--- src/verilog/epd_pkg.sv ---
//----------------------------------------------------------------------
// Shared definitions for the EPD pixel-state pipeline
// Widths and FIFO sizing, stored mode / grey stage / drive / set-mode
// codes, the packed pixel-state layout, fast mono and fast grey frame
// counts, and the two set-mode presets
//----------------------------------------------------------------------
package epd_pkg;

    // Stored pixel state and target pixel widths
    localparam int STATE_W = 16;
    localparam int PIXEL_W = 4;

    // Job buffer between decode and waveform stages
    localparam int FIFO_DEPTH = 4;
    localparam int FIFO_AW    = 2;

    // Stored mode nibble, only the two fast modes are kept
    typedef enum logic [3:0] {
        FAST_MONO = 4'd8,
        FAST_GREY = 4'd11
    } pixel_mode_e;

    // Fast grey progress through one update
    typedef enum logic [1:0] {
        DONE = 2'd0,
        MONO = 2'd1,
        HOLD = 2'd2,
        GREY = 2'd3
    } grey_stage_e;

    // Panel drive code per pixel
    typedef enum logic [1:0] {
        NO_DRIVE    = 2'd0,
        DRIVE_BLACK = 2'd1,
        DRIVE_WHITE = 2'd2
    } drive_e;

    // Set-mode parameter byte
    // Anything else selects the fast mono preset
    typedef enum logic [7:0] {
        SETMODE_FAST_MONO = 8'd2,
        SETMODE_FAST_GREY = 8'd5
    } setmode_e;

    // 16-bit state as held in VRAM, MSB first
    typedef struct packed {
        pixel_mode_e mode;
        grey_stage_e stage;
        logic [5:0]  framecnt;
        logic [3:0]  prev;
    } pixel_state_t;

    // Fast mono full swing lengths
    localparam logic [5:0] FASTM_B2W_FRAMES = 6'd10;
    localparam logic [5:0] FASTM_W2B_FRAMES = 6'd10;

    // Fast grey settle, grey-in and grey-out lengths
    localparam logic [5:0] FASTG_HOLDOFF_FRAMES = 6'd10;
    localparam logic [5:0] FASTG_B2G_FRAMES     = 6'd1;
    localparam logic [5:0] FASTG_W2G_FRAMES     = 6'd1;
    localparam logic [5:0] FASTG_LG2B_FRAMES    = 6'd8;
    localparam logic [5:0] FASTG_DG2B_FRAMES    = 6'd5;
    localparam logic [5:0] FASTG_LG2W_FRAMES    = 6'd5;
    localparam logic [5:0] FASTG_DG2W_FRAMES    = 6'd8;

    // Presets loaded by set-mode, screen assumed settled
    localparam pixel_state_t PRESET_FAST_MONO =
        '{mode: FAST_MONO, stage: DONE, framecnt: 6'd0, prev: 4'd1};
    localparam pixel_state_t PRESET_FAST_GREY =
        '{mode: FAST_GREY, stage: DONE, framecnt: 6'd0, prev: 4'd3};

endpackage
--- src/verilog/pixel_if.sv ---
//----------------------------------------------------------------------
// Valid/ready link carrying one decoded pixel job
// Source side drives valid and payload, sink side drives ready
//----------------------------------------------------------------------
`timescale 1ns/1ps

interface pixel_if;
    import epd_pkg::*;

    // Handshake
    logic valid;
    logic ready;

    // Job payload, held while valid is high and ready is low
    pixel_state_t       state;
    logic [PIXEL_W-1:0] vin;
    logic               set_mode;
    // Preset already resolved from the set-mode parameter
    pixel_state_t       preset;

    modport source (
        output valid, state, vin, set_mode, preset,
        input  ready
    );

    modport sink (
        input  valid, state, vin, set_mode, preset,
        output ready
    );

endinterface

--- src/verilog/pixel_pipe_top.sv ---
//----------------------------------------------------------------------
// Pixel pipeline top level
// Decode stage, job FIFO and waveform stage joined by two
// valid/ready links, plain ports toward the display controller
//----------------------------------------------------------------------
`timescale 1ns/1ps

module pixel_pipe_top (
    input  logic                         clk,
    input  logic                         rst,
    // Request side
    input  logic                         in_valid,
    output logic                         in_ready,
    input  logic [epd_pkg::STATE_W-1:0]  in_state,
    input  logic [epd_pkg::PIXEL_W-1:0]  in_pixel,
    input  logic                         in_set_mode,
    input  epd_pkg::setmode_e            in_mode_sel,
    // Result side
    output logic                         out_valid,
    input  logic                         out_ready,
    output logic [epd_pkg::STATE_W-1:0]  out_state,
    output epd_pkg::drive_e              out_drive
);

    // Decode to FIFO, and FIFO to waveform step
    pixel_if dec_q ();
    pixel_if step_q ();

    pixel_decode u_decode (
        .clk         (clk),
        .rst         (rst),
        .in_valid    (in_valid),
        .in_ready    (in_ready),
        .in_state    (in_state),
        .in_pixel    (in_pixel),
        .in_set_mode (in_set_mode),
        .in_mode_sel (in_mode_sel),
        .out         (dec_q.source)
    );

    pixel_fifo u_fifo (
        .clk (clk),
        .rst (rst),
        .in  (dec_q.sink),
        .out (step_q.source)
    );

    waveform_step u_step (
        .clk       (clk),
        .rst       (rst),
        .in        (step_q.sink),
        .out_valid (out_valid),
        .out_ready (out_ready),
        .out_state (out_state),
        .out_drive (out_drive)
    );

endmodule

--- src/verilog/waveform_step.sv ---
//----------------------------------------------------------------------
// Consumer stage of the pixel pipeline
// Fast mono and fast grey waveform step per pixel, set-mode override,
// registered next state and drive code with valid/ready output
//----------------------------------------------------------------------
`timescale 1ns/1ps

module waveform_step (
    input  logic                         clk,
    input  logic                         rst,
    pixel_if.sink                        in,
    output logic                         out_valid,
    input  logic                         out_ready,
    output logic [epd_pkg::STATE_W-1:0]  out_state,
    output epd_pkg::drive_e              out_drive
);
    import epd_pkg::*;

    pixel_state_t       cur;
    pixel_state_t       nxt;
    drive_e             drv;
    drive_e             toward;
    logic [PIXEL_W-1:0] vin;
    logic [5:0]         cnt_dec;
    logic [5:0]         rev_to_white;
    logic [5:0]         rev_to_black;
    logic               grey_changed;

    assign cur = in.state;
    assign vin = in.vin;

    assign cnt_dec = cur.framecnt - 6'd1;
    // Reversal mid-swing, wraps modulo 64 like the counter
    assign rev_to_white = FASTM_B2W_FRAMES - cur.framecnt + 6'd2;
    assign rev_to_black = FASTM_W2B_FRAMES - cur.framecnt + 6'd2;

    // Two-bit grey target against the last settled value
    assign grey_changed = (vin[3:2] != cur.prev[1:0]);

    // MSB of the target picks the rail
    always_comb begin
        if (vin[3]) begin
            toward = DRIVE_WHITE;
        end else begin
            toward = DRIVE_BLACK;
        end
    end

    always_comb begin
        nxt = cur;
        drv = NO_DRIVE;
        case (cur.mode)
            FAST_GREY: begin
                case (cur.stage)
                    DONE, HOLD: begin
                        if (!grey_changed) begin
                            // Settled or waiting out the hold-off
                            if (cur.stage == HOLD) begin
                                if (cur.framecnt != 6'd0) begin
                                    nxt.framecnt = cnt_dec;
                                end else if (cur.prev[1:0] == 2'b10) begin
                                    nxt.stage    = GREY;
                                    nxt.framecnt = FASTG_W2G_FRAMES;
                                end else if (cur.prev[1:0] == 2'b01) begin
                                    nxt.stage    = GREY;
                                    nxt.framecnt = FASTG_B2G_FRAMES;
                                end else begin
                                    // Pure black or white needs no grey pass
                                    nxt.stage    = DONE;
                                    nxt.framecnt = 6'd0;
                                end
                            end
                        end else begin
                            // New target, start with a mono swing
                            drv          = toward;
                            nxt.stage    = MONO;
                            nxt.prev     = {2'b00, vin[3:2]};
                            if (vin[3]) begin
                                case (cur.prev[1:0])
                                    2'b10:   nxt.framecnt = FASTG_LG2W_FRAMES;
                                    2'b01:   nxt.framecnt = FASTG_DG2W_FRAMES;
                                    default: nxt.framecnt = FASTM_B2W_FRAMES;
                                endcase
                            end else begin
                                case (cur.prev[1:0])
                                    2'b10:   nxt.framecnt = FASTG_LG2B_FRAMES;
                                    2'b01:   nxt.framecnt = FASTG_DG2B_FRAMES;
                                    default: nxt.framecnt = FASTM_W2B_FRAMES;
                                endcase
                            end
                        end
                    end
                    MONO: begin
                        drv = toward;
                        if (!grey_changed) begin
                            if (cur.framecnt == 6'd0) begin
                                nxt.stage    = HOLD;
                                nxt.framecnt = FASTG_HOLDOFF_FRAMES;
                            end else begin
                                nxt.framecnt = cnt_dec;
                            end
                        end else begin
                            // Target moved mid-swing, reverse from here
                            nxt.prev     = {2'b00, vin[3:2]};
                            nxt.framecnt = vin[3] ? rev_to_white : rev_to_black;
                        end
                    end
                    default: begin
                        // GREY runs to completion, direction set by old value
                        if (cur.prev[1]) begin
                            drv = DRIVE_BLACK;
                        end else begin
                            drv = DRIVE_WHITE;
                        end
                        if (cur.framecnt == 6'd0) begin
                            nxt.stage = DONE;
                        end else begin
                            nxt.framecnt = cnt_dec;
                        end
                    end
                endcase
            end
            default: begin
                // Fast mono, prev[0] holds the settled colour
                if (vin[3] == cur.prev[0]) begin
                    if (cur.framecnt != 6'd0) begin
                        drv          = toward;
                        nxt.framecnt = cnt_dec;
                    end
                end else begin
                    drv      = toward;
                    nxt.prev = {3'b000, vin[3]};
                    if (cur.framecnt == 6'd0) begin
                        nxt.framecnt = vin[3] ? FASTM_B2W_FRAMES : FASTM_W2B_FRAMES;
                    end else begin
                        nxt.framecnt = vin[3] ? rev_to_white : rev_to_black;
                    end
                end
            end
        endcase
        // Set-mode replaces the stored state, drive is kept
        if (in.set_mode) begin
            nxt = in.preset;
        end
    end

    // Output register empty or draining this edge
    assign in.ready = !out_valid || out_ready;

    always_ff @(posedge clk) begin
        if (rst) begin
            out_valid <= 1'b0;
        end else if (in.valid && in.ready) begin
            out_valid <= 1'b1;
        end else if (out_ready) begin
            out_valid <= 1'b0;
        end
    end

    always_ff @(posedge clk) begin
        if (in.valid && in.ready) begin
            out_state <= nxt;
            out_drive <= drv;
        end
    end

endmodule

--- src/verilog/pixel_fifo.sv ---
//----------------------------------------------------------------------
// Job buffer between decode and waveform stages
// Circular FIFO_DEPTH-entry store with read/write pointers and count,
// back-pressure passed upstream through ready
//----------------------------------------------------------------------
`timescale 1ns/1ps

module pixel_fifo (
    input  logic     clk,
    input  logic     rst,
    pixel_if.sink    in,
    pixel_if.source  out
);
    import epd_pkg::*;

    // Job storage, one array per payload field
    pixel_state_t       state_mem  [FIFO_DEPTH];
    logic [PIXEL_W-1:0] vin_mem    [FIFO_DEPTH];
    logic               set_mem    [FIFO_DEPTH];
    pixel_state_t       preset_mem [FIFO_DEPTH];

    logic [FIFO_AW-1:0] wr_ptr;
    logic [FIFO_AW-1:0] rd_ptr;
    logic [FIFO_AW:0]   count;

    logic wr_en;
    logic rd_en;
    logic full;

    assign full  = (count == (FIFO_AW + 1)'(FIFO_DEPTH));
    // A full buffer still takes a job when the head leaves this cycle
    assign in.ready = !full || out.ready;

    assign wr_en = in.valid && in.ready;
    assign rd_en = out.valid && out.ready;

    always_ff @(posedge clk) begin
        if (rst) begin
            wr_ptr <= '0;
            rd_ptr <= '0;
            count  <= '0;
        end else begin
            // Pointers wrap on their own, depth is a power of two
            if (wr_en) begin
                wr_ptr <= wr_ptr + 1'b1;
            end
            if (rd_en) begin
                rd_ptr <= rd_ptr + 1'b1;
            end
            case ({wr_en, rd_en})
                2'b10:   count <= count + 1'b1;
                2'b01:   count <= count - 1'b1;
                default: count <= count;
            endcase
        end
    end

    // When full, the written slot is the head, read out before the edge
    always_ff @(posedge clk) begin
        if (wr_en) begin
            state_mem[wr_ptr]  <= in.state;
            vin_mem[wr_ptr]    <= in.vin;
            set_mem[wr_ptr]    <= in.set_mode;
            preset_mem[wr_ptr] <= in.preset;
        end
    end

    // Head of queue, stable until popped
    assign out.valid    = (count != '0);
    assign out.state    = state_mem[rd_ptr];
    assign out.vin      = vin_mem[rd_ptr];
    assign out.set_mode = set_mem[rd_ptr];
    assign out.preset   = preset_mem[rd_ptr];

endmodule

--- src/verilog/pixel_decode.sv ---
//----------------------------------------------------------------------
// Producer stage of the pixel pipeline
// Registers one request, unpacks the stored state with unknown modes
// folded into fast mono, and resolves the set-mode preset
//----------------------------------------------------------------------
`timescale 1ns/1ps

module pixel_decode (
    input  logic                         clk,
    input  logic                         rst,
    input  logic                         in_valid,
    output logic                         in_ready,
    input  logic [epd_pkg::STATE_W-1:0]  in_state,
    input  logic [epd_pkg::PIXEL_W-1:0]  in_pixel,
    input  logic                         in_set_mode,
    input  epd_pkg::setmode_e            in_mode_sel,
    pixel_if.source                      out
);
    import epd_pkg::*;

    pixel_state_t raw_state;
    pixel_state_t job_state;
    pixel_state_t job_preset;

    // Output register, one job deep
    logic               valid_q;
    pixel_state_t       state_q;
    logic [PIXEL_W-1:0] vin_q;
    logic               set_q;
    pixel_state_t       preset_q;

    // Free slot now, or the held job leaves on this edge
    assign in_ready = !valid_q || out.ready;

    // Field view of the VRAM word
    assign raw_state = pixel_state_t'(in_state);

    // Only fast grey keeps its own mode, the rest run as fast mono
    always_comb begin
        job_state = raw_state;
        if (raw_state.mode != FAST_GREY) begin
            job_state.mode = FAST_MONO;
        end
    end

    // Preset lookup, invalid codes fall back to fast mono
    always_comb begin
        case (in_mode_sel)
            SETMODE_FAST_GREY: job_preset = PRESET_FAST_GREY;
            default:           job_preset = PRESET_FAST_MONO;
        endcase
    end

    always_ff @(posedge clk) begin
        if (rst) begin
            valid_q <= 1'b0;
        end else if (in_valid && in_ready) begin
            valid_q <= 1'b1;
        end else if (out.ready) begin
            valid_q <= 1'b0;
        end
    end

    // Payload only moves on an accepted request
    always_ff @(posedge clk) begin
        if (in_valid && in_ready) begin
            state_q  <= job_state;
            vin_q    <= in_pixel;
            set_q    <= in_set_mode;
            preset_q <= job_preset;
        end
    end

    assign out.valid    = valid_q;
    assign out.state    = state_q;
    assign out.vin      = vin_q;
    assign out.set_mode = set_q;
    assign out.preset   = preset_q;

endmodule

--- config.mk ---
export PLATFORM = sky130hd
export DESIGN_NAME = pixel_pipe_top
export DESIGN_NICKNAME = d
export VERILOG_FILES = /design/src/verilog/epd_pkg.sv /design/src/verilog/pixel_if.sv /design/src/verilog/pixel_pipe_top.sv /design/src/verilog/waveform_step.sv /design/src/verilog/pixel_fifo.sv /design/src/verilog/pixel_decode.sv
export SDC_FILE = /design/constraint.sdc
export NUM_CORES = 1
export LEC_CHECK = 0
export BUFFER_PORTS_ARGS = -buffer_cell sky130_fd_sc_hd__buf_2
export CELL_PAD_IN_SITES_DETAIL_PLACEMENT = 1
export CELL_PAD_IN_SITES_GLOBAL_PLACEMENT = 2
export CORE_MARGIN = 2
export CORE_UTILIZATION = 35
export DETAILED_ROUTE_END_ITERATION = 8
export GPL_ROUTABILITY_DRIVEN = 0
export PLACE_DENSITY_LB_ADDON = 0.1
export RECOVER_POWER = 50
export SYNTH_ARGS = -nofsm -noshare
export SYNTH_HDL_FRONTEND = slang
export SYNTH_SLANG_ARGS = --single-unit
--- constraint.sdc ---
create_clock -name clk -period 4.3 [get_ports clk]
set_clock_uncertainty 0.05 [all_clocks]
set_input_delay 0.86 -clock clk [delete_from_list [all_inputs] [get_ports clk]]
set_output_delay 0.86 -clock clk [all_outputs]
set_load 0.005 [all_outputs]
# --- Yosys cells after proc, flatten, opt, wreduce, memory -nomap -nowiden ---
# Memories as Yosys holds them, arrays and structs flattened. A register that Yosys moved wholly into a read port is not among the register bits.
# Cells that the tools add are included.
classes:
  add_sub_neg: 7
  n_mux: 48
  eq_ne: 12
  reduce_logical: 18
ops:
  columns: ["cell", "count"]
  rows:
  - ["6-bit 2-to-1 mux", 7]
  - ["2-bit 2-to-1 mux", 19]
  - ["8-bit 2-to-1 mux", 4]
  - ["16-bit 2-to-1 mux", 1]
  - ["4-bit 2-to-1 mux", 4]
  - ["4-bit one-hot mux with 2 select lines", 2]
  - ["8-bit one-hot mux with 2 select lines", 1]
  - ["14-bit 2-to-1 mux", 1]
  - ["10-bit 2-to-1 mux", 1]
  - ["8-bit by 3-bit equality test with 1-bit output (second input constant)", 1]
  - ["6-bit by 2-bit adder with 6-bit output (second input constant)", 1]
  - ["2-bit by 1-bit equality test with 1-bit output (second input constant)", 3]
  - ["2-bit equality test (second input constant)", 3]
  - ["6-bit zero test", 1]
  - ["1-bit 2-to-1 mux", 6]
  - ["3-bit one-hot mux with 2 select lines", 1]
  - ["2-bit nonzero test", 3]
  - ["6-bit nonzero test", 1]
  - ["4-bit by 6-bit subtractor with 6-bit output (first input constant)", 1]
  - ["6-bit by 1-bit subtractor with 6-bit output (second input constant)", 1]
  - ["2-bit by 1-bit adder with 2-bit output (second input constant)", 2]
  - ["4-bit equality test (second input constant)", 1]
  - ["4-bit != test (second input constant)", 1]
  - ["2-bit one-hot mux with 2 select lines", 1]
  - ["12 further kinds", 18]
totals:
  output_inout_bits: 20
  input_bits: 33
  wordCells: 106
  reg_bits: 64
  mem_count: 4
  ramBits: 148
mem_list:
  columns: ["memory", "depth", "width", "rd", "rd_clocked_by_memory_dff", "write_ports", "line_no", "rtl"]
  rows:
  - ["u_fifo.preset_mem", 4, 16, 1, 1, 1, "pixel_fifo.sv:20", "pixel_state_t preset_mem [FIFO_DEPTH];"]
  - ["u_fifo.state_mem", 4, 16, 1, 1, 1, "pixel_fifo.sv:17", "pixel_state_t state_mem [FIFO_DEPTH];"]
  - ["u_fifo.vin_mem", 4, 4, 1, 1, 1, "pixel_fifo.sv:18", "logic [PIXEL_W-1:0] vin_mem [FIFO_DEPTH];"]
  - ["u_fifo.set_mem", 4, 1, 1, 1, 1, "pixel_fifo.sv:19", "logic set_mem [FIFO_DEPTH];"]

# --- Logic depth before layout (Yosys ltp) ---
logic_depth:
  word_depth: 9
  ltp_mapped: 13
  depth_no_buf: 11

# --- By module ---
# A second synthesis with hierarchy kept.
hier_totals:
  hier_cells: 513
  area_unflattened_um2: 8598.2
modules_own_cells:
  columns: ["module", "n_inst", "area_each_um2", "cells_per_inst", "seq_area_each_um2"]
  rows:
  - ["pixel_fifo", 1, 5798.1, 245, 4624.4]
  - ["waveform_step", 1, 1935.6, 219, 560.5]
  - ["pixel_decode", 1, 864.6, 49, 680.7]

# --- Worst setup path after synthesis ---
# OpenSTA, ideal clock, no wires.
synth_path:
  path_kind: "input to register"
  start: "input port out_ready"
  end: "register u_fifo.count[2]"
  slack_ns: 1.021
  required_ns: 4.179
  setup_time_ns: 0.071
  t_arrival_ns: 3.158
  path_buffers: 0
  stages: 8
  path_cell_list: "nor2b_1 -> nor2_1 -> ha_1 -> inv_1 -> fa_1 -> xor2_1 -> or3_1 -> a21oi_1"
synth_via:
  elab_cells_between_ends: 8
  classes_between: "eq/ne: 2; mux: 1; reduce/logical: 5"
synth_rtl:
  columns: ["element", "line_no", "rtl"]
  rows:
  - ["from (decl)", "pixel_pipe_top.sv:20", "input logic out_ready,"]
  - ["1-bit logical OR *", "waveform_step.sv:148", "assign in.ready = !out_valid || out_ready;"]
  - ["1-bit logical AND *", "pixel_fifo.sv:35", "assign rd_en = out.valid && out.ready;"]
  - ["via u_fifo.rd_en", "pixel_fifo.sv:27", "logic rd_en;"]
  - ["2-bit by 1-bit equality test with 1-bit output / 2-bit equality test (equally long branches)", "pixel_fifo.sv:50", "case ({wr_en, rd_en})"]
  - ["3-bit one-hot mux with 2 select lines / 2-bit nonzero test (equally long branches)", null, null]
  - ["to (signal assigned)", "pixel_fifo.sv:51", "2'b10: count <= count + 1'b1;"]
  - ["to (signal assigned)", "pixel_fifo.sv:52", "2'b01: count <= count - 1'b1;"]
  - ["to (signal assigned)", "pixel_fifo.sv:53", "default: count <= count;"]
  - ["to (decl)", "pixel_fifo.sv:24", "logic [FIFO_AW:0] count;"]
# Mark *: on every way through the listed nets, which the timed path passes. The rest lies on a longest branch.
# A chain may end at the register's enable or synchronous reset.

==> results.md <==
| Stage | Metric | Reported |
| --- | --- | --- |
| floorplan | Die Y | 132 microns |
| detailed routing | Overall routed net length | 12500 microns |
| yosys | Fraction of synthesis flops using an asynchronous set or reset pin | 0% |
| sta | Worst Setup Slack, final | 0.830 ns |
| detailed routing | First drt pass iteration count | 4 |
| yosys | Net count after synthesis | 423 |
| yosys | Number of instances in the synthesized netlist | 375 |
| worst hold path | Path type of the worst min-delay path | reg2reg |
| detailed routing | Wire length per cell after detailed routing | 18.7 microns |
| cells and area | Fraction of layout cells with a size suffix above 1 | 24.6% |
| yosys | Cell area after technology mapping | 5730 sq um |
| setup path | Worst endpoint data arrival time | 3.58 ns |
| setup path | Startpoint Class | flip-flop |
| sta | Number of failing setup endpoints in the final timing report | 0 |
| global routing | Overall global routing resource usage | 15.4% |
| setup path | CP Capture Type | flip-flop |
| yosys | EDFF count, synth | 118 |
| sta | Final count of pins violating max slew | 0 |
| sta | Highest attainable clock frequency | 288 MHz |
| cells and area | Area taken by flip-flops and latches | 3760 sq um |
| clock tree | Post_cts resized | 0 |
| cells and area | Final net count | 487 |
| job | Max-cap check violation count | 0 |
| sta | Unrepaired setup endpoints after global routing | no |
| cells and area | Multi-input gate area | 1800 sq um |
| detailed routing | Number of vias after detailed routing | 3367 |
| floorplan | Die width | 132 microns |
| floorplan | Std cell rows | 46 |
| placed design | DP HPWL | 8570 microns |
| clock tree | Source-to-sink clock delay at the later pin of the worst-skew pair | 0.41 ns |
| cells and area | Antenna diodes | 0 |
| clock tree | Post-CTS Hold Buffers | 0 |
| floorplan | IO Count | 53 |
| yosys | Number of distinct library cell variants in the gate-level netlist after synthesis | 64 |
| sta | Final number of hold-violating endpoints | 0 |
| detailed routing | Drt drc | 0 |
| sta | Worst slew margin relative to its limit | 13.3% |
| setup path | Buffers & Inverters on Critical Path | 3 |
| power | Leak Pwr | 2.38 nW |
| sta | Final min period | 3.47 ns |
| global routing | Met2 global-route usage | 25.6% |
| clock tree | Clock sink count | 129 |
| global routing | Vias in the first global route | 3685 |
| yosys | Proportion of synthesized chip area in sequential cells | 65.7% |
| yosys | Commonest register cell after synthesis | edfxtp_1 |
| global routing | Largest net degree at the start of global routing | 24 |
| clock tree | Clock-pin slew of the registers on the worst-case setup and hold paths | 0.05 ns |
| detailed routing | Antenna Violating Nets Remaining | 0 |
| sta | Final hold slack | 0.450 ns |
| outcome | Status | finished clean |
| clock tree | Clock tree buffer depth | 2 |
| clock tree | Setup Fix Bufs, Post-CTS | 0 |
| sta | Setup Total Neg Slack | 0 ns |
| global routing | Antenna violations before repair | 0 |
| floorplan | Core ar. | 15900 sq um |
| setup path | Classification of the worst setup path | reg2reg |
| detailed routing | Via/cell ratio | 5.05 |
| cells and area | Fill count | 1659 |
| clock tree | Clock root cell | clkbuf_16 |
| placed design | Worst slack at placement | 0.851 ns |
| power | Total power density per cell area | 629 nW/um^2 |
| setup path | Endpoint required time on the critical path | 4.41 ns |
| global routing | Layer with the highest usage | met2 |
| detailed routing | First-iteration detailed-routing DRC count | 118 |
| setup path | Peak per-stage delay on the critical path | 0.63 ns |
| placed design | Count of buffers inserted at the top-level ports | 50 |
| clock tree | # H-tree levels | 4 |
| yosys | Warnings from Yosys | 0 |
| floorplan | Total Die Area | 17400 sq um |
| floorplan | Starting density of the core | 35.9% |
| sta | Crit share post-route | 80.7% |
| sta | Slew of the pin with the lowest slew margin | 1.30 ns |
| global routing | Global-route wire length before repair | 20000 microns |
| global routing | Met1 usage in global routing | 18.2% |
| cells and area | Signed area change from the synthesized netlist to the final layout | 17.6% |
| global routing | Overflow left after global routing | 0 |
| setup path | CP Max Fanout | 11 |
| clock tree | Clock tree from TritonCTS | done |
| yosys | Register bit total from synthesis | 129 |
| setup path | Cell mode on critical path | ha_1 |
| yosys | Average footprint of a synthesized cell | 15.3 sq um |
| yosys | Post-synthesis cell type with the largest combined area | edfxtp_1 |
| yosys | Leading post-synthesis cells by cell area | edfxtp_1, mux4_2, dfxtp_1, ha_1, nor2_1 |
| yosys | Top-area cell type share of the netlist area | 61.8% |
| setup path | Worst-path cell with the longest stage delay | mux4_2 |
| setup path | Category of cells accounting for the largest share of critical-path delay | simple AND/OR/NAND/NOR gates |
| clock tree | Number of buffers created by CTS | 17 |
| power | Worst IR Drop VDD | 0.300 mV |
| setup path | Ordered cell list for the critical path | buf_4, mux4_2, inv_1, ha_1, nor3b_4, and2_4, inv_4, ha_1, nand3_1, o21ai_1, o2111a_1, a211o_1 |
| global routing | Met3 capacity usage during global routing | 4.23% |
==> cell families after synthesis <==
logic type      Yosys count  synth area share, %
compound gates           66                 7.67
xor+xnor                 10                 1.79
fa+ha+maj                15                 3.41
buf+inv                  33                 2.97
flops                   129                 65.7
mux                      26                 9.04
other cells               2                0.131
simple gates             94                 9.30
==> synth_stat cells, types with 4 or more instances <==
master and n:
nand3_1 8, mux4_2 18, nor2_1 26, nor2b_1 7
clkbuf_1 4, buf_6 5, and3_1 7, nand2_1 12
ha_1 14, buf_2 5, xor2_1 4, inv_1 17
mux2i_1 6, a21oi_1 16, dfxtp_1 11, edfxtp_1 118
xnor2_1 4, and2_1 9, o21ai_0 16
==> power breakdown <==
part           total (mW)  switching [mW]  internal, mW
Clock                1.28           0.501         0.781
Combinational        1.31           0.806         0.507
Sequential           1.65          0.0667          1.58
Total                4.24            1.37          2.87
==> routing by layer <==
layer / vias to the layer above / routed length (microns) / part of all wire, %
li1: 1575 / - / -
met5: - / 0 / 0
met3: 21 / 444 / 3.6
met2: 70 / 6250 / 50
met1: 1701 / 5530 / 44
met4: 0 / 267 / 2.1
==> state kept, by name (all words and copies together), names as in the netlist, named ones only <==
name                   count
u_step.out_drive           2
u_fifo.state_mem          64
u_decode.out.preset        1
u_fifo.wr_ptr              2
u_decode.out.vin           2
u_fifo.count               3
u_fifo.set_mem             4
u_decode.out.valid         1
u_fifo.rd_ptr              2
u_step.out_state          16
u_decode.out.set_mode      1
u_fifo.vin_mem             8
u_decode.out.state        16
u_step.out_valid           1
u_fifo.preset_mem          4
==> cells in the final DEF, fill, tap and decap left out, drive strengths merged, types with 3 or more instances in the layout <==
master and count:
edfxtp 118, a21o 3, o211ai 3, xnor2 6
nor3 4, a21oi 17, ha 14, dfxtp 11
o21ai 18, clkbuf 25, nand3 8, clkinv 9
buf 53, xor2 4, nand2 12, nor2 28
nor2b 7, and2 10, inv 19, nor3b 4
mux2i 6, and3 7, mux4 20, o221ai 3
a211oi 3, o22ai 3
==> metrics by stage <==
step | utilization, % | instance area (sq um) | total power [mW] | instances
global route | 42.3 | 6740 | 4.51 | 667
global placement | 39.0 | 6220 | 3.00 | 636
detailed placement | 39.0 | 6220 | 3.02 | 636
finish | 42.3 | 6740 | 4.24 | 667
CTS | 42.3 | 6750 | 4.32 | 667
floorplan | - | 5730 | 2.60 | 375
==> worst paths after layout <==
kind / startpoint / to / slack [ns] / cells after the start
min reg2reg: u_decode.out.state[12] / u_fifo.state_mem[3][12] / 0.45 / 0
min: u_decode.out.state[12] / u_fifo.state_mem[3][12] / 0.45 / 0
max: flip-flop / u_step.out_state[4] / 0.83 / 12
max reg2reg: flip-flop / u_step.out_state[4] / 0.83 / 12
==> final cells by class <==
class	instances	area share, %
Clock buffer	19	6.42
Clock inverter	12	1.39
Inverter	19	1.10
Multi-Input combinational cell	213	26.7
Sequential cell	129	55.8
Tap cell	216	4.01
Timing Repair Buffer	59	4.57
No activity file was read; power rests on OpenSTA's default activity.
